### src/hw/mem_sec_params.svh
// Global sizes and reset values for the secure shared-memory subsystem.
// Included by the package and by every module that needs a width or a depth.

`ifndef MEM_SEC_PARAMS_SVH
`define MEM_SEC_PARAMS_SVH

// byte address width
`define MEM_ADDR_BITS 12

// data word width
`define MEM_DATA_BITS 32

// opaque tag carried from request to response
`define MEM_OPAQUE_BITS 8

// word memory depth, indexed by address bits 11:2
`define MEM_WORDS 1024

// partition boundary after reset, everything at or above is secure
`define MEM_INIT_PART 12'hc00

// address of the partition control register
`define MEM_PART_ADDR 0

// requester ports on the arbiter
`define MEM_NUM_PORTS 2

`endif

### src/hw/mem_sec_pkg.sv
// Shared types for the secure shared-memory subsystem.
// Modules refer to these by scoped name, e.g. mem_sec_pkg::mem_req_t.

`default_nettype none

`include "mem_sec_params.svh"

package mem_sec_pkg;

	// word index width into the store
	localparam int MEM_INDEX_BITS = $clog2(`MEM_WORDS);

	//----------------------------------------------------------------------
	// request / response fields
	//----------------------------------------------------------------------

	typedef enum logic {
		MEM_READ  = 1'b0,
		MEM_WRITE = 1'b1
	} mem_type_t;

	// layout of the partition control register
	typedef struct packed {
		logic [`MEM_DATA_BITS-`MEM_ADDR_BITS-1:0] rsvd;
		logic [`MEM_ADDR_BITS-1:0]                boundary;
	} part_cfg_t;

	// a write to the partition address reads its word as a config,
	// all other accesses treat it as plain memory data
	typedef union packed {
		logic [`MEM_DATA_BITS-1:0] raw;
		part_cfg_t                 cfg;
	} data_word_u;

	typedef struct packed {
		mem_type_t                   mem_type;
		logic [`MEM_OPAQUE_BITS-1:0] opaque;
		logic [`MEM_ADDR_BITS-1:0]   addr;
		data_word_u                  data;
		logic                        sec_level;
	} mem_req_t;

	typedef struct packed {
		mem_type_t                   mem_type;
		logic [`MEM_OPAQUE_BITS-1:0] opaque;
		logic [`MEM_DATA_BITS-1:0]   data;
		logic                        sec_level;
		logic                        insecure;
	} mem_resp_t;

	//----------------------------------------------------------------------
	// controller to store
	//----------------------------------------------------------------------

	typedef struct packed {
		logic                      wen;
		logic [MEM_INDEX_BITS-1:0] index;
		logic [`MEM_DATA_BITS-1:0] data;
	} store_req_t;

endpackage

`default_nettype wire

### src/hw/mem_access_ctrl.sv
// Security check between the arbiter and the word store. Holds the
// partition boundary: insecure requests only reach memory below it,
// address 0 is the boundary register itself and is secure-only.

`default_nettype none

`include "mem_sec_params.svh"

module mem_access_ctrl (
	input  wire                      clk,
	input  wire                      reset,

	input  mem_sec_pkg::mem_req_t    req,
	input  wire                      req_val,
	output logic                     req_rdy,

	output mem_sec_pkg::mem_resp_t   resp,
	output logic                     resp_val,
	input  wire                      resp_rdy,

	output mem_sec_pkg::store_req_t  store_req,
	output logic                     store_req_val,
	input  wire [`MEM_DATA_BITS-1:0] store_resp_data,
	input  wire                      store_resp_val
);

	typedef enum logic [2:0] {
		IDLE,
		CHECK,
		MEM_ACCESS,
		MEM_WAIT,
		RESPOND
	} state_t;

	state_t state_q;
	state_t state_next;

	mem_sec_pkg::mem_req_t     req_q;
	mem_sec_pkg::mem_resp_t    resp_q;
	mem_sec_pkg::mem_resp_t    check_resp;
	mem_sec_pkg::mem_resp_t    mem_resp;
	mem_sec_pkg::data_word_u   part_word;
	logic [`MEM_ADDR_BITS-1:0] part_q;

	logic part_hit;
	logic above_part;
	logic part_access;
	logic part_write;
	logic fake_access;

	//----------------------------------------------------------------------
	// decision made in CHECK
	//----------------------------------------------------------------------

	assign part_hit    = (req_q.addr == `MEM_ADDR_BITS'(`MEM_PART_ADDR));
	assign above_part  = (req_q.addr >= part_q);
	assign part_access = part_hit && req_q.sec_level;
	assign part_write  = part_access && (req_q.mem_type == mem_sec_pkg::MEM_WRITE);
	// insecure domain blocked from the register and the secure region
	assign fake_access = !req_q.sec_level && (part_hit || above_part);

	always_comb begin
		state_next = state_q;
		case (state_q)
			IDLE:
				if (req_val) state_next = CHECK;
			CHECK:
				if (part_access || fake_access) state_next = RESPOND;
				else state_next = MEM_ACCESS;
			MEM_ACCESS:
				state_next = MEM_WAIT;
			MEM_WAIT:
				if (store_resp_val) state_next = resp_rdy ? IDLE : RESPOND;
			RESPOND:
				if (resp_rdy) state_next = IDLE;
			default:
				state_next = IDLE;
		endcase
	end

	// register read-back, a write returns the new boundary
	always_comb begin
		part_word.raw          = '0;
		part_word.cfg.boundary = part_write ? req_q.data.cfg.boundary : part_q;
	end

	// response for the register and blocked paths
	always_comb begin
		check_resp.mem_type  = req_q.mem_type;
		check_resp.opaque    = req_q.opaque;
		check_resp.data      = fake_access ? '0 : part_word.raw;
		check_resp.sec_level = req_q.sec_level;
		check_resp.insecure  = fake_access;
	end

	// response straight from the store, region level from the boundary
	always_comb begin
		mem_resp.mem_type  = req_q.mem_type;
		mem_resp.opaque    = req_q.opaque;
		mem_resp.data      = store_resp_data;
		mem_resp.sec_level = above_part;
		mem_resp.insecure  = 1'b0;
	end

	//----------------------------------------------------------------------
	// state, boundary and payload registers
	//----------------------------------------------------------------------

	always_ff @(posedge clk) begin
		if (reset) begin
			state_q <= IDLE;
			part_q  <= `MEM_INIT_PART;
		end else begin
			state_q <= state_next;
			if (state_q == CHECK && part_write) begin
				part_q <= req_q.data.cfg.boundary;
			end
		end
	end

	always_ff @(posedge clk) begin
		if (req_val && req_rdy) begin
			req_q <= req;
		end
		if (state_q == CHECK) begin
			resp_q <= check_resp;
		end else if (state_q == MEM_WAIT && store_resp_val) begin
			// kept in case the response is stalled
			resp_q <= mem_resp;
		end
	end

	//----------------------------------------------------------------------
	// outputs
	//----------------------------------------------------------------------

	assign req_rdy = (state_q == IDLE);

	always_comb begin
		store_req.wen   = (req_q.mem_type == mem_sec_pkg::MEM_WRITE);
		store_req.index = req_q.addr[`MEM_ADDR_BITS-1:2];
		store_req.data  = req_q.data.raw;
	end

	assign store_req_val = (state_q == MEM_ACCESS);

	// store data passes through in MEM_WAIT, held copy afterwards
	assign resp     = (state_q == MEM_WAIT) ? mem_resp : resp_q;
	assign resp_val = (state_q == RESPOND) || (state_q == MEM_WAIT && store_resp_val);

endmodule

`default_nettype wire

### config.mk
export PLATFORM = sky130hd
export DESIGN_NAME = mem_access_ctrl
export DESIGN_NICKNAME = d
export VERILOG_FILES = /design/src/hw/mem_sec_pkg.sv /design/src/hw/mem_access_ctrl.sv
export VERILOG_INCLUDE_DIRS = /design/src /design/src/hw
export SDC_FILE = /design/constraint.sdc
export NUM_CORES = 1
export LEC_CHECK = 0
export BUFFER_PORTS_ARGS = -buffer_cell sky130_fd_sc_hd__buf_2
export CAP_MARGIN = 5
export CORE_AREA = 2 2 105 107
export DETAILED_ROUTE_END_ITERATION = 10
export DIE_AREA = 0 0 107 109
export GPL_ROUTABILITY_DRIVEN = 0
export MAX_ROUTING_LAYER = met4
export PLACE_DENSITY = 0.78
export SLEW_MARGIN = 20
export SYNTH_ARGS = -nofsm -noshare
export SYNTH_HDL_FRONTEND = slang
export SYNTH_SLANG_ARGS = --single-unit
### constraint.sdc
create_clock -name clk -period 5.38 [get_ports clk]
set_clock_uncertainty 0.2 [all_clocks]
set_input_delay 0.538 -clock clk [delete_from_list [all_inputs] [get_ports clk]]
set_output_delay 0.538 -clock clk [all_outputs]
set_load 0.005 [all_outputs]
# Word-level counts from Yosys, hierarchy flattened

Cells that the tools add are included.

Input port bits: 91
Output and inout port bits: 89
Logic and storage cells: 45
Bits in registers: 112

Reductions and logical operators: 14
Equal/unequal tests: 7
Muxes and demuxes: 11
Order comparisons: 1

Operator list:

| kind               | number |
|---|---|
| $mux 43            | 3 |
| $mux 12            | 2 |
| $mux 3             | 5 |
| $pmux 3 s5         | 1 |
| $ge 12x12->1       | 1 |
| $logic_not 12->1   | 1 |
| $eq 3x2->1 const B | 2 |
| $logic_and 1x1->1  | 6 |
| $ne 2x2->1 const B | 3 |
| $eq 3x1->1 const B | 1 |
| $eq 3x3->1 const B | 1 |
| $logic_not 3->1    | 1 |
| $logic_or 1x1->1   | 3 |
| $reduce_and 3->1   | 1 |
| $reduce_bool 2->1  | 1 |
| $logic_not 1->1    | 1 |

# Longest topological paths before layout

Gate-level depths: netlist of run 1.

Depth in word-level cells: 6
Depth in mapped cells: 9
Depth with buffers taken out: 8

# Least setup slack after synthesis of run 1

Ideal clock, no wire load.

Path kind: input port to flip-flop
From: in store_resp_val
To: reg resp_q[0] in the netlist's numbering (enable)
Path buffers: 0
Arrival time: 3.745 ns
Required time: 4.674 ns
Stages on the path: 2
Path slack: 0.929 ns
Setup time: 0.506 ns
Path through: nor2b_1 -> nor3b_1

Word-level cells in the longest chain between the ends: 2

Ends and longest elaborated chain:

| what                               | RTL line               | source |
|---|---|---|
| start, declared                    | mem_access_ctrl.sv:24  | `input wire store_resp_val` |
| $logic_and 1x1->1                  | mem_access_ctrl.sv:127 | `end else if (state_q == MEM_WAIT && store_resp_val) begin` |
| $reduce_bool 2->1 (no source line) | --                     |  |
| end signal, assigned               | mem_access_ctrl.sv:126 | `resp_q <= check_resp;` |
| end signal, assigned               | mem_access_ctrl.sv:129 | `resp_q <= mem_resp;` |
| end, declared                      | mem_access_ctrl.sv:39  | `mem_sec_pkg::mem_resp_t resp_q;` |

No other way between the ends.
A chain may end at the register's enable or synchronous reset.

==> results of run 1 <==
flip-flops by register name (all words and copies together), names as in the netlist:
register and flops:
resp_q 43, check_resp 9, store_req 43, part_q 12, req_q 2, state_q 3
report_power, final:
group / switching (µW) / leakage [µW] / internal, µW
registers: 31.5 / 0.00104 / 1030
clock network: 262 / 0.000101 / 257
logic: 141 / 0.00129 / 125
how the worst max path moves through the flow:
stage / start / to / slack [ns] / cells past startpoint
2_1_floorplan: store_resp_val / resp_q[0]$_SDFFCE_PN0P_ / 0.93 / 2
3_3_place_gp: state_q[1]$_SDFFE_PP0P_ / resp[5] / 2.81 / 4
3_5_place_dp: state_q[1]$_SDFFE_PP0P_ / resp[3] / 2.70 / 4
4_1_cts: state_q[1]$_SDFFE_PP0P_ / resp[5] / 2.29 / 4
5_1_grt: state_q[1]$_SDFFE_PP0P_ / resp[9] / 2.19 / 4
6_report: state_q[1]$_SDFFE_PP0P_ / resp[5] / 2.32 / 4
layout make-up:
class / count / area share [%]
tap: 140 / 2.909
clock inverter: 5 / 1.205
timing repair buffer: 183 / 15.38
multi-input combinational: 209 / 24.29
clock buffer: 10 / 2.119
inverter: 12 / 0.7480
sequential: 112 / 53.36
metrics by stage:
stage          cell area [µm²]  worst slack [ns]  utilization (%)
3_3_place_gp              5822             2.812            54.91
4_1_cts                   6022             2.286            56.80
2_1_floorplan             5130            0.9293                -
3_5_place_dp              5822             2.697            54.91
5_1_grt                   6022             2.195            56.80
6_report                  6022             2.324            56.80
layer usage:
layer	track usage (%)	wire, µm	vias to the layer above
li1	-	-	1654
met1	23.19	4537	1600
met2	30.71	5285	159
met3	3.168	665	16
met4	7.792	176	0
met5	-	0	-
cells by family (layout without fill, tap and decap cells):
logic type,count (synthesis),in the layout
buffers and inverters,75,210
AND/OR/NAND/NOR,106,106
multiplexers,41,41
adder cells (fa/ha/maj),12,12
flip-flops,112,112
AO/OA/AOI/OAI,50,50
cells in the mapped netlist (all sizes together):
master,n
edfxtp,97
clkbuf,6
nand2,31
nor4,3
a21oi,15
or2,1
nor3,2
nand2b,1
a211oi,1
a22o,1
inv,12
mux2,41
o21ai,14
nor3b,1
a21o,1
a21boi,1
a211o,2
buf,57
nand3b,1
a31oi,12
o31a,1
a221oi,1
and2,23
ha,12
o31ai,1
and3,1
dfxtp,15
nor2b,4
nand3,26
nor2,11
nand4,1
==> metrics list, run 1 <==
- Worst-path fanout max: 44
- Once detailed placement completed, the half-perimeter wirelength came to about 7800 µm.
* Number of detailed-routing iterations run before antenna repair: 4
- Using the TritonRoute via totals, the vias-per-cell ratio works out to about 5.1.
* Worst Hold Margin: roughly 0.14 ns
- Total power: around 1800 µW
- Post-layout instance count excluding filler cells: around 670
- STA classifies the critical path startpoint as a flip-flop.
- After synthesis, the largest family of logic cells by area is simple AND/OR/NAND/NOR gates.
- The worst path in the final design needs a cycle of about 3 ns, including I/O delays and setup.
- For hold timing, the worst endpoint is store_req[14]$_DFFE_PP_.
- Final-layout setup total negative slack: 0 ns
- Synthesis-to-layout area growth: 17.39%
- At the pin with the least slew margin, the transition time is 0.9862 ns.
- First-pass GRT wire length: 16260 µm
- The number of hold violations in the final report is 0.
* Via count of the first global-routing pass: approximately 3400
- Placed Instances: ~660
* Simple-Gate Fraction of Synth Area: between 10% and 20%
- Along the worst hold path, the cell count comes to 1.
- Hold-fix buffers at CTS: 0
- The synthesized netlist devotes 0% of its cell area to XOR and XNOR gates.
- Dividing total power by cell area gives a power density of ~300 mW/mm².
- Clock transition at path regs: 0.10 ns
- Synthesized instance count: about 400
* Max-cap viol count: 0
* Storage cell area: about 0.0032 mm²
- Antenna diode count: 0
* Top-Level Pins: 180
* Final clock period utilization by the worst path: a little under three fifths
- The run finished with clean final reports.
* Worst setup path category: reg -> out
- Per-instance average area after synthesis: about 13 µm²
- In this run the number of H-tree levels came out at 3.
* Footprint of the multi-input gates: 0.001463 mm²
- For this configuration, the core starts out at a cell density of between 40% and 50%.
- Top delay family on crit path: simple AND/OR/NAND/NOR gates
- On the worst path, the slowest cell contributes a delay of just under 0.6 ns.
- Cell type contributing the most total cell area after synthesis: sky130_fd_sc_hd__edfxtp_1
* Residual antenna-violating net count after detailed routing: 0
- Counting both buffers and inverters, the worst setup path holds a total of 1.
* Cell type of the slowest stage on the worst timing path: sky130_fd_sc_hd__nand2_2
* Setup slack of the most critical reg-to-reg path: around 2.8 ns
* Required time worst endpoint: approximately 4.6 ns
* Unique masters post-synth: 36
- Layout cells sized above 1: between 40% and 50%
- Detailed router's first-iteration violation count: around 150
- I/O Buffers: roughly 180
- Leaving out fill and tap cells, the most frequent cell in the layout is sky130_fd_sc_hd__buf_2.
- Setup Buffers After CTS: 0
- The total overflow left after global routing is 0.
- Wire per inst: roughly 16 µm
- Summed over all cells, the static leakage comes to roughly 0.0024 µW.
* Portion of netlist area occupied by mux cells: 9.000%
- The tree is rooted in a sky130_fd_sc_hd__clkbuf_8.
- Mapped Area: ~0.005 mm²
- Sequential cells were found to cover around 63% of the synthesized design area.
* Worst VDD drop: 0.1359 mV
- CTS buffer count: 9
- Clock tree from TritonCTS: built
* Highest attainable clock frequency: 0.3273 GHz
- Share of the synthesized area in the top cell type: between 50% and 60%
- #FFs+latches synth: 112
* Final-stage net count: 630
* Element type at the critical path end: output port
* Chip height: 109 µm
- Global-route total usage across every layer: between 10% and 20%
* Clock latency on the worst-skew pair: 0.36 ns
- The worst register-to-register path ends at resp_q[3]$_DFFE_PP_.
- Relative slew slack: approximately a third
- Hold crit path type: in -> reg
* Die Footprint: approximately 0.012 mm²
- The die is about 110 µm wide.
- After Yosys synthesis, full adders, half adders and majority gates account for 2.927% of the synthesized area.
* Cell Rows: 38
* Final routed DRC violation total: 0
- Launch point of the worst reg-to-reg path: store_req[36]$_DFFE_PP_
- Hold Crit Start: req[15]
* Count of cells resized by post-cts repair: 0
- Synthesis produced a netlist with a net count of 499.
- Entering global routing, the biggest net connects between 50 and 60 pins.
* Buffer levels on the longest clock path: 2
- RSZ-0062 raised after global routing: false
- The routed design has 10670 µm of wire.
* Complex-gate fraction of the synthesized area: 5.805%
- Final setup violation count: 0
* Total via count in the routed design: 3429
- Sorting the synthesized cells by area gives the leading types as sky130_fd_sc_hd__edfxtp_1 (57%), sky130_fd_sc_hd__mux2_2 (9.0%), sky130_fd_sc_hd__buf_4 (6.3%).
- Measured in cells, the most critical reg-to-reg path has a length of 5.
* Total number of clock tree sinks: approximately 110
- The library cells used most frequently in the layout, excluding fill and tap cells, are sky130_fd_sc_hd__buf_2 (179), sky130_fd_sc_hd__edfxtp_1 (97), sky130_fd_sc_hd__mux2_2 (41).
- Cell Chain, Critical Path: nor2b_1 > nand2_2 > mux2_2 > buf_2
- Final Max Tran Viols: 0
- For this run, the number of Yosys warnings is 0.
- At the worst endpoint, the arrival time is between 2 and 2.5 ns.
- After filler insertion, the fill cell instance count of the layout stands at around 900.
* Antenna violations before repair: 0
* Placeable core region: between 0.01 and 0.015 mm²
No activity file was read; power rests on OpenSTA's default activity.
==> inputs of run 2 (changes only) <==
==> constraint.sdc (replaced) <==
create_clock -name clk -period 2.9 [get_ports clk]
set_clock_uncertainty 0.2 [all_clocks]
set_input_delay 0.29 -clock clk [delete_from_list [all_inputs] [get_ports clk]]
set_output_delay 0.29 -clock clk [all_outputs]
set_load 0.005 [all_outputs]
==> run 2 against run 1 <==
Compared with the run above: sequential share of layout area down 5.8 points; setup slack worse by 2.1 ns; critical path depth up 3; via count up 7.9%; non-clock buffer count up 68; hold slack worse by 0.13 ns; clock-buffer cell count unchanged; critical endpoint is now resp[1].
==> metrics list, run 2 (synthesis gave the netlist of run 1 again) <==
- The worst-margin pin slew is 0.7612 ns (was 0.9862 ns).
- The final cell count without fillers was 742 (was 671).
* Min-Delay Path Depth: 2 (was 1)
* Final setup violation count: 0 (unchanged)
* Number of fill cells: 827 (was 897)
- The via count normalized by instance count is 4.985 (was 5.110).
- Placed Instances: 657 (was 656)
* Top-Level Pins: 180 (unchanged)
* Worst-path fanout max: 4 (was 44)
- Initial core utilization: 48.38% (unchanged)
- For this run, the top clock speed supported by timing is 0.3678 GHz.
- Top delay family on crit path: compound AO/OA/AOI/OAI gates (was simple AND/OR/NAND/NOR gates)
- CTS buffer count: 9 (unchanged)
- Of the available clock period, the critical path in the final layout requires between 90% and 100%.
* Shortest clock period the worst path allows after layout: roughly 2.7 ns
* Largest net degree at the start of global routing: 47 (was 55)
- The endpoint class of the critical path is an output port (unchanged).
- The wire length of the first global-routing pass is 18000 µm (was 16260 µm).
- The required time of the critical path was 2.41 ns (was 4.64 ns).
- Die X-Extent: 107 µm (unchanged)
- Worst Path Arrival: 2.23 ns (was 2.32 ns)
- The share of post-route cells with drive strength above 1 came to 41.17% (was 45.57%).
- The routed wire length is 11570 µm (was 10670 µm).
- The die footprint is 0.01166 mm² (unchanged).
- Global-route total usage across every layer: 20.94% (was 18.71%)
* Wire per inst: 15.59 µm (was 15.89 µm)
- The clock tree from TritonCTS is built (unchanged).
- The worst reg-to-reg path cell count was 8 (was 5).
- Result of the run: complete, no violations (unchanged)
* Clock latency on the worst-skew pair: 0.37 ns (was 0.36 ns)
- Relative slew slack: 49.26% (was 34.02%)
- The sum of buffers and inverters on the critical path came to 1 (unchanged).
- Max-cap viol count: 0 (unchanged)
- Antenna violations before repair: 0 (unchanged)
- The residual overflow from global routing was 0 (unchanged).
- The number of hold violations in the final report came to 0 (unchanged).
* Cell Rows: 38 (unchanged)
* Hold crit path type: in -> reg (unchanged)
- Residual antenna-violating net count after detailed routing: 0 (unchanged)
- Most frequent standard cell in the layout excluding fill and tap cells: sky130_fd_sc_hd__buf_2 (unchanged)
- The routed via count came to 3699 (was 3429).
- The total number of clock tree sinks came to 112 (unchanged).
- The highest-delay cell along the critical path is sky130_fd_sc_hd__edfxtp_1 (was sky130_fd_sc_hd__nand2_2).
- Detailed router's first-iteration violation count: 186 (was 153)
- The maximum VDD drop was 0.3227 mV (was 0.1359 mV).
- Worst setup path category: reg -> out (unchanged)
- Commonest cells after routing, fill and taps aside: sky130_fd_sc_hd__buf_2 (179), sky130_fd_sc_hd__edfxtp_1 (97), sky130_fd_sc_hd__dlygate4sd3_1 (66) (was sky130_fd_sc_hd__buf_2 (179), sky130_fd_sc_hd__edfxtp_1 (97), sky130_fd_sc_hd__mux2_2 (41)).
- The maximum root-to-sink buffer count was 2 (unchanged).
- Logic depth of the worst path, buffers included: 7 (was 4)
- The worst flop-to-flop path startpoint was store_req[32]$_DFFE_PP_ (was store_req[36]$_DFFE_PP_).
- Via count of the first global-routing pass: 3694 (was 3380)
* Setup crit start: store_req[40]$_DFFE_PP_ (was state_q[1]$_SDFFE_PP0P_)
- The total number of nets in the final design is 698 (was 630).
- Final routed DRC violation total: 0 (unchanged)
- The standard cell core area was 0.01060 mm² (unchanged).
- The final max-slew violation count was 0 (unchanged).
- Final-layout setup total negative slack: 0 ns (unchanged)
- Chip height: 109 µm (unchanged)
* Critical path startpoint category: flip-flop (unchanged)
- CP max stage delay: 0.43 ns (was 0.59 ns)
- The count of port buffers added during placement was 179 (unchanged).
- The buffer type at the clock tree root is sky130_fd_sc_hd__clkbuf_8 (unchanged).
- Hold Crit Start: store_resp_data[18] (was req[15])
* Number of detailed-routing iterations run before antenna repair: 4 (unchanged)
- Synthesis-to-layout area growth: 31.59% (was 17.39%)
- The post-CTS clock slew at the launch and capture registers of the worst setup and hold paths is 0.10 ns (about the same).
- Maximum level of the CTS H-tree: 3 (unchanged)
* Post-detailed-placement half-perimeter wirelength: 7826 µm (was 7802 µm)
* RSZ-0062 raised after global routing: false (unchanged)
- Cell Chain, Critical Path: ha_1 > a21oi_1 > nand2_1 > a211oi_2 > o31a_1 > o21ai_0 > buf_2 (was nor2b_1 > nand2_2 > mux2_2 > buf_2).
- Leakage power total: 0.002727 µW (was 0.002433 µW)
- The power density normalized to cell area came to 525.1 mW/mm² (was 307.2 mW/mm²).
[run 2: cell types whose count changed in the layout (fill, tap and decap cells not counted), sizes merged]
| cell | previous run | this run |
|---|---|---|
| buf | 183 | 185 |
| clkinv | 3 | 2 |
| clkinvlp | 0 | 2 |
| diode | 0 | 2 |
| dlygate4sd3 | 0 | 66 |
[run 2: layout make-up]
cell class	instances	area [µm²]	area share, %
Antenna cell	2	5.005	0.07414
Clock buffer	10	127.6	1.891
Clock inverter	6	83.83	1.242
Inverter	12	45.04	0.6673
Multi-Input combinational cell	209	1474	21.83
Sequential cell	112	3213	47.60
Tap cell	140	175.2	2.595
Timing Repair Buffer	251	1627	24.10
[run 2: worst reg2reg max path, delay by kind of cell, from the launching register on]
family,cells,cell delay [ns]
compound gates,5,1.12
flops,1,0.43
fa+ha+maj,1,0.33
buf+inv,1,0.16
simple gates,1,0.06
[run 2: worst paths after layout]
kind	endpoint	slack (ns)
setup / recovery	resp[1]	0.18
hold / removal	resp_q[20]$_SDFFCE_PP0P_	0.01
setup reg to reg	resp_q[10]$_DFFE_PP_	0.34
hold reg to reg	resp_q[34]$_DFFE_PP_	0.26
[run 2: what timing repair did]
item	4_1_cts	5_1_grt
hold endpoints to repair	66	0
hold buffers	66	0
endpoints found under the setup margin	0	1
gates resized for setup	0	1
setup buffers	0	1
[run 2: where the power goes]
group          internal [µW]  total, µW  switching [µW]
combinational            299        575             276
clock                    483        989             507
sequential              1920       1980            61.3
total                   2700       3540             844
[run 2: through the flow]
stage	worst slack (ns)	instance area, µm²	power, µW	util, %	hold slack, ns
after floorplan	0.07284	5135	2324	-	0.1889
after global placement	0.5381	5861	2499	55.28	0.2271
after detailed placement	0.4284	5861	2521	55.28	0.2402
after CTS	0.08585	6733	3585	63.50	0.0006496
after global routing	0.04489	6745	3708	63.62	0.002936
final	0.1814	6750	3544	63.67	0.01191
[run 2: per-layer routing]
layer	routed length, µm	share of wire (%)	global-route usage, %
met1	4746	41	24.96
met2	5874	51	34.94
met3	669	5.8	3.288
met4	276	2.4	10.30
met5	0	0	-
==> inputs of run 3 (changes only) <==
--- a/config.mk
+++ b/config.mk
@@ -6,14 +6,15 @@
 export SDC_FILE = /design/constraint.sdc
 export NUM_CORES = 1
 export LEC_CHECK = 0
+export ABC_AREA = 1
 export BUFFER_PORTS_ARGS = -buffer_cell sky130_fd_sc_hd__buf_2
 export CAP_MARGIN = 5
-export CORE_AREA = 2 2 105 107
+export CORE_AREA = 2 2 106 108
 export DETAILED_ROUTE_END_ITERATION = 10
-export DIE_AREA = 0 0 107 109
+export DIE_AREA = 0 0 108 110
 export GPL_ROUTABILITY_DRIVEN = 0
 export MAX_ROUTING_LAYER = met4
-export PLACE_DENSITY = 0.78
+export PLACE_DENSITY = 0.79
 export SLEW_MARGIN = 20
 export SYNTH_ARGS = -nofsm -noshare
 export SYNTH_HDL_FRONTEND = slang
==> run 3 against run 2 <==
Compared with the run above: routed wire length rose by 6.0%; clock-buffer cell count rose by 3; final area rose by 2.4%; first-iteration DRC count increased by 34%; highest routed layer unchanged; critical endpoint unchanged; clock power down 14%; die area rose by 1.9%; register-to-register slack better by 0.13 ns; synthesized cell count up 33%; largest cell class unchanged.
==> metrics list, run 3 <==
- Result of the run: complete, no violations (unchanged)
* Number of detailed-routing iterations run before antenna repair: 4 (unchanged)
* Worst R2R Path Depth: 11 (was 8)
- Antenna violations before repair: 0 (unchanged)
- Last element of the critical path: resp[1] (unchanged)
- Fraction of synthesis flops using an asynchronous set or reset pin: 0% (unchanged)
- The most instantiated flip-flop cell in the synthesis netlist is sky130_fd_sc_hd__edfxtp_1 (unchanged).
- Maximum level of the CTS H-tree: 3 (unchanged)
- Cell type contributing the most total cell area after synthesis: sky130_fd_sc_hd__edfxtp_1 (unchanged)
- The arrival time at the worst endpoint is 2.18 ns (was 2.23 ns).
- Element type at the critical path end: output port (unchanged)
* Wire per inst: 13.93 µm (was 15.59 µm)
- The post-CTS setup repair buffer count was 0 (unchanged).
* Mapped Area: 0.005285 mm² (was 0.005130 mm²)
* Layout cells sized above 1: 30.54% (was 41.17%)
* Hold crit path type: in -> reg (unchanged)
- The most frequent cell after synthesis is sky130_fd_sc_hd__nand2_1 (was sky130_fd_sc_hd__edfxtp_1).
- The post-CTS clock slew at the launch and capture registers of the worst setup and hold paths is 0.09 ns (was 0.10 ns).
* Shortest clock period the worst path allows after layout: 2.673 ns (was 2.719 ns)
- Via count of the first global-routing pass: 4001 (was 3694)
- The die span in x was 108 µm (was 107 µm).
- The register bit count reported by yosys is 112 (unchanged).
- Total of warnings raised by yosys: 0 (unchanged)
* Final routed DRC violation total: 0 (unchanged)
- By instance count, the cell type seen most on the critical path is sky130_fd_sc_hd__nand2_1.
* I/O Buffers: 179 (unchanged)
- The total negative slack came to 0 ns (unchanged).
- The path length in cells of the critical path was 9 (was 7).
- The total power after layout came to 3738 µW (was 3544 µW).
* Final instance area: 0.006914 mm² (was 0.006750 mm²)
* Cell Rows: 38 (unchanged)
- The I/O pin count is 180 (unchanged).
- The routed via count was 4159 (was 3699).
- The number of synthesized flops with an enable pin came to 97 (unchanged).
- Critical path startpoint category: flip-flop (unchanged)
- The wire length of the first global-routing pass is 18440 µm (was 18000 µm).
- Largest net degree at the start of global routing: 55 (was 47)
- The setup slack on the worst flop-to-flop path is 0.47 ns (was 0.34 ns).
- Leading cell types by count after synthesis: sky130_fd_sc_hd__nand2_1 (179), sky130_fd_sc_hd__edfxtp_1 (97), sky130_fd_sc_hd__inv_1 (63) (was sky130_fd_sc_hd__edfxtp_1 (97), sky130_fd_sc_hd__buf_4 (43), sky130_fd_sc_hd__mux2_2 (41))
* Simple-Gate Fraction of Synth Area: 17.78% (was 10.61%)
* Max-cap viol count: 0 (unchanged)
- Largest family of logic cells by synthesized area: simple AND/OR/NAND/NOR gates (unchanged)
- Buffer type at the clock tree root: sky130_fd_sc_hd__clkbuf_8 (unchanged)
- The power density normalized to cell area was 540.7 mW/mm² (was 525.1 mW/mm²).
- The adder-cell share of the synthesized area was 2.841% (was 2.927%).
* Synthesized instance count: 527 (was 396)
- The cell area reported after detailed placement is 0.006018 mm² (was 0.005861 mm²).
* Synthesis-to-layout area growth: 30.82% (was 31.59%)
* Per-instance average area after synthesis: 10.03 µm² (was 12.95 µm²)
- Worst Path Buf+Inv: 1 (unchanged)
* Final clock period utilization by the worst path: 92.17% (was 93.75%)
- The launch point of the worst path is store_req[41]$_DFFE_PP_ (was store_req[40]$_DFFE_PP_).
* CTS buffer count: 9 (unchanged)
* Number of fill cells: 839 (was 827)
- The clock insertion delay at the later pin of the skew report came to 0.36 ns (was 0.37 ns).
- Global-route total usage across every layer: 21.00% (was 20.94%)
* Relative slew slack: 54.40% (was 49.26%)
- Count of cells resized by post-cts repair: 0 (unchanged)
- Launch point of the worst reg-to-reg path: store_req[41]$_DFFE_PP_ (was store_req[32]$_DFFE_PP_)
- The number of hold violations in the final report came to 0 (unchanged).
- Mapped Nets: 630 (was 499)
- Total overflow reported by the global router: 0 (unchanged)
- The delay contributed by the slowest stage of the critical path came to 0.43 ns (about the same).
- Required time worst endpoint: 2.41 ns (about the same)
* Via density: 4.726 (was 4.985)
- Total number of clock tree sinks: 112 (unchanged)
* Cell types with the largest area share after synthesis: sky130_fd_sc_hd__edfxtp_1 (55%), sky130_fd_sc_hd__nand2_1 (13%), sky130_fd_sc_hd__buf_4 (6.1%) (was sky130_fd_sc_hd__edfxtp_1 (57%), sky130_fd_sc_hd__mux2_2 (9.0%), sky130_fd_sc_hd__buf_4 (6.3%))
- Complex-gate fraction of the synthesized area: 6.108% (was 5.805%)
- The placed wire-length estimate came to 8282 µm (was 7826 µm).
* Chip height: 110 µm (was 109 µm)
* Worst VDD drop: 0.2941 mV (was 0.3227 mV)
- The area share of the leading cell type in the synthesized netlist came to 55.11% (was 56.78%).
* Post-synthesis share of cell area spent on xor and xnor gates: 0% (unchanged)
- Unique masters post-synth: 29 (was 36)
* Worst setup path category: reg -> out (unchanged)
- Hold-fix buffers at CTS: 72 (was 66)
- The die footprint is 0.01188 mm² (was 0.01166 mm²).
- Portion of netlist area occupied by mux cells: 0% (was 9.000%)
- Initial core utilization: 49.40% (was 48.38%)
- The fraction of the core area covered by cells at the end of the flow is 64.63% (was 63.67%).
* Storage cell area: 0.003213 mm² (unchanged)
* Cell Chain, Critical Path: ha_1 > nand2_1 > nor2_1 > nand2_1 > nor2_1 > nand2_1 > and2_1 > o21ai_0 > buf_2 (was ha_1 > a21oi_1 > nand2_1 > a211oi_2 > o31a_1 > o21ai_0 > buf_2)
* Least-Margin Pin Slew: 0.6839 ns (was 0.7612 ns)
- The worst setup slack after placement was 0.4922 ns (was 0.4284 ns).
* Overall routed net length: 12260 µm (was 11570 µm)
- Final-stage net count: 838 (was 698)
* Buffer levels on the longest clock path: 2 (unchanged)
- RSZ-0062 raised after global routing: false (unchanged).
* Register area share after synthesis: 60.80% (was 62.63%)
- The standard cell core area is 0.01070 mm² (was 0.01060 mm²).
* Leakage power total: 0.003287 µW (was 0.002727 µW)
* Commonest cells after routing, fill and taps aside: sky130_fd_sc_hd__nand2_1 (179), sky130_fd_sc_hd__buf_2 (179), sky130_fd_sc_hd__edfxtp_1 (97) (was sky130_fd_sc_hd__buf_2 (179), sky130_fd_sc_hd__edfxtp_1 (97), sky130_fd_sc_hd__dlygate4sd3_1 (66))
- The worst-case setup margin in the final layout is 0.2271 ns (was 0.1814 ns).
- The largest fanout of any net on the critical path is 3 (was 4).
* Antenna diode count: 0 (was 2)
* Cell type of the slowest stage on the worst timing path: sky130_fd_sc_hd__edfxtp_1 (unchanged)
- The area occupied by multi-input gates was 0.001441 mm² (was 0.001474 mm²).
- Final Max Tran Viols: 0 (unchanged)
- Top delay family on crit path: simple AND/OR/NAND/NOR gates (was compound AO/OA/AOI/OAI gates)
- The number of DRC markers in iteration 0 came to 249 (was 186).
- The clock tree from TritonCTS is built (unchanged).
- Final setup violation count: 0 (unchanged)
* End of the worst register-to-register path: resp_q[11]$_DFFE_PP_ (was resp_q[10]$_DFFE_PP_)
- Residual antenna-violating net count after detailed routing: 0 (unchanged)
* Highest attainable clock frequency: 0.3741 GHz (was 0.3678 GHz)
## run 3: cell families (layout without fill, tap and decap cells)
logic type               Yosys count  in the layout
adder cells (fa/ha/maj)           12             12
AND/OR/NAND/NOR                  220            220
buffers and inverters            126            339
flip-flops                       112            112
AO/OA/AOI/OAI                     57             57
## run 3: report_power, final
group	switching (µW)	internal [µW]
Combinational	458	340
Clock	488	363
Sequential	80.6	2010
Total	1030	2710
## run 3: worst min-delay path by stage
stage / startpoint / to / cells after the start
5_1_grt: store_resp_data[21] / resp_q[23]$_SDFFCE_PP0P_ / 3
4_1_cts: store_resp_val / state_q[0]$_SDFFE_PP0P_ / 4
3_5_place_dp: check_resp[36]$_DFFE_PP_ / resp_q[36]$_DFFE_PP_ / 0
6_report: store_resp_val / state_q[0]$_SDFFE_PP0P_ / 4
3_3_place_gp: check_resp[41]$_DFFE_PP_ / resp_q[41]$_DFFE_PP_ / 0
2_1_floorplan: reset / state_q[2]$_SDFFE_PP0P_ / 1
## run 3: final cells by class
cell class                 instances  share of cell area [%]
sequential                       112                   46.47
timing repair buffer             257                   24.03
multi-input combinational        289                   20.85
inverter                          66                   3.583
tap                              140                   2.533
clock buffer                      13                   2.316
clock inverter                     3                  0.2172
## run 3: metrics by stage
| step | hold WS, ns | cells |
|---|---|---|
| after floorplan | 0.1591 | 527 |
| after global placement | 0.2322 | 792 |
| after detailed placement | 0.2340 | 792 |
| after CTS | 0.01400 | 880 |
| after global routing | 0.04730 | 880 |
| final | 0.03239 | 880 |
## run 3: tightest hold or removal path, cell delays in order
cell and delay [ns]:
sky130_fd_sc_hd__buf_2 0.09, sky130_fd_sc_hd__nor2_1 0.05, sky130_fd_sc_hd__inv_1 0.06, sky130_fd_sc_hd__a211oi_1 0.06
## run 3: routing by layer
metal	up-vias	wire (µm)	track usage [%]
met2	146	6258	36.16
li1	2065	-	-
met3	16	669	2.822
met1	1932	5096	25.23
met5	-	0	-
met4	0	230	8.425
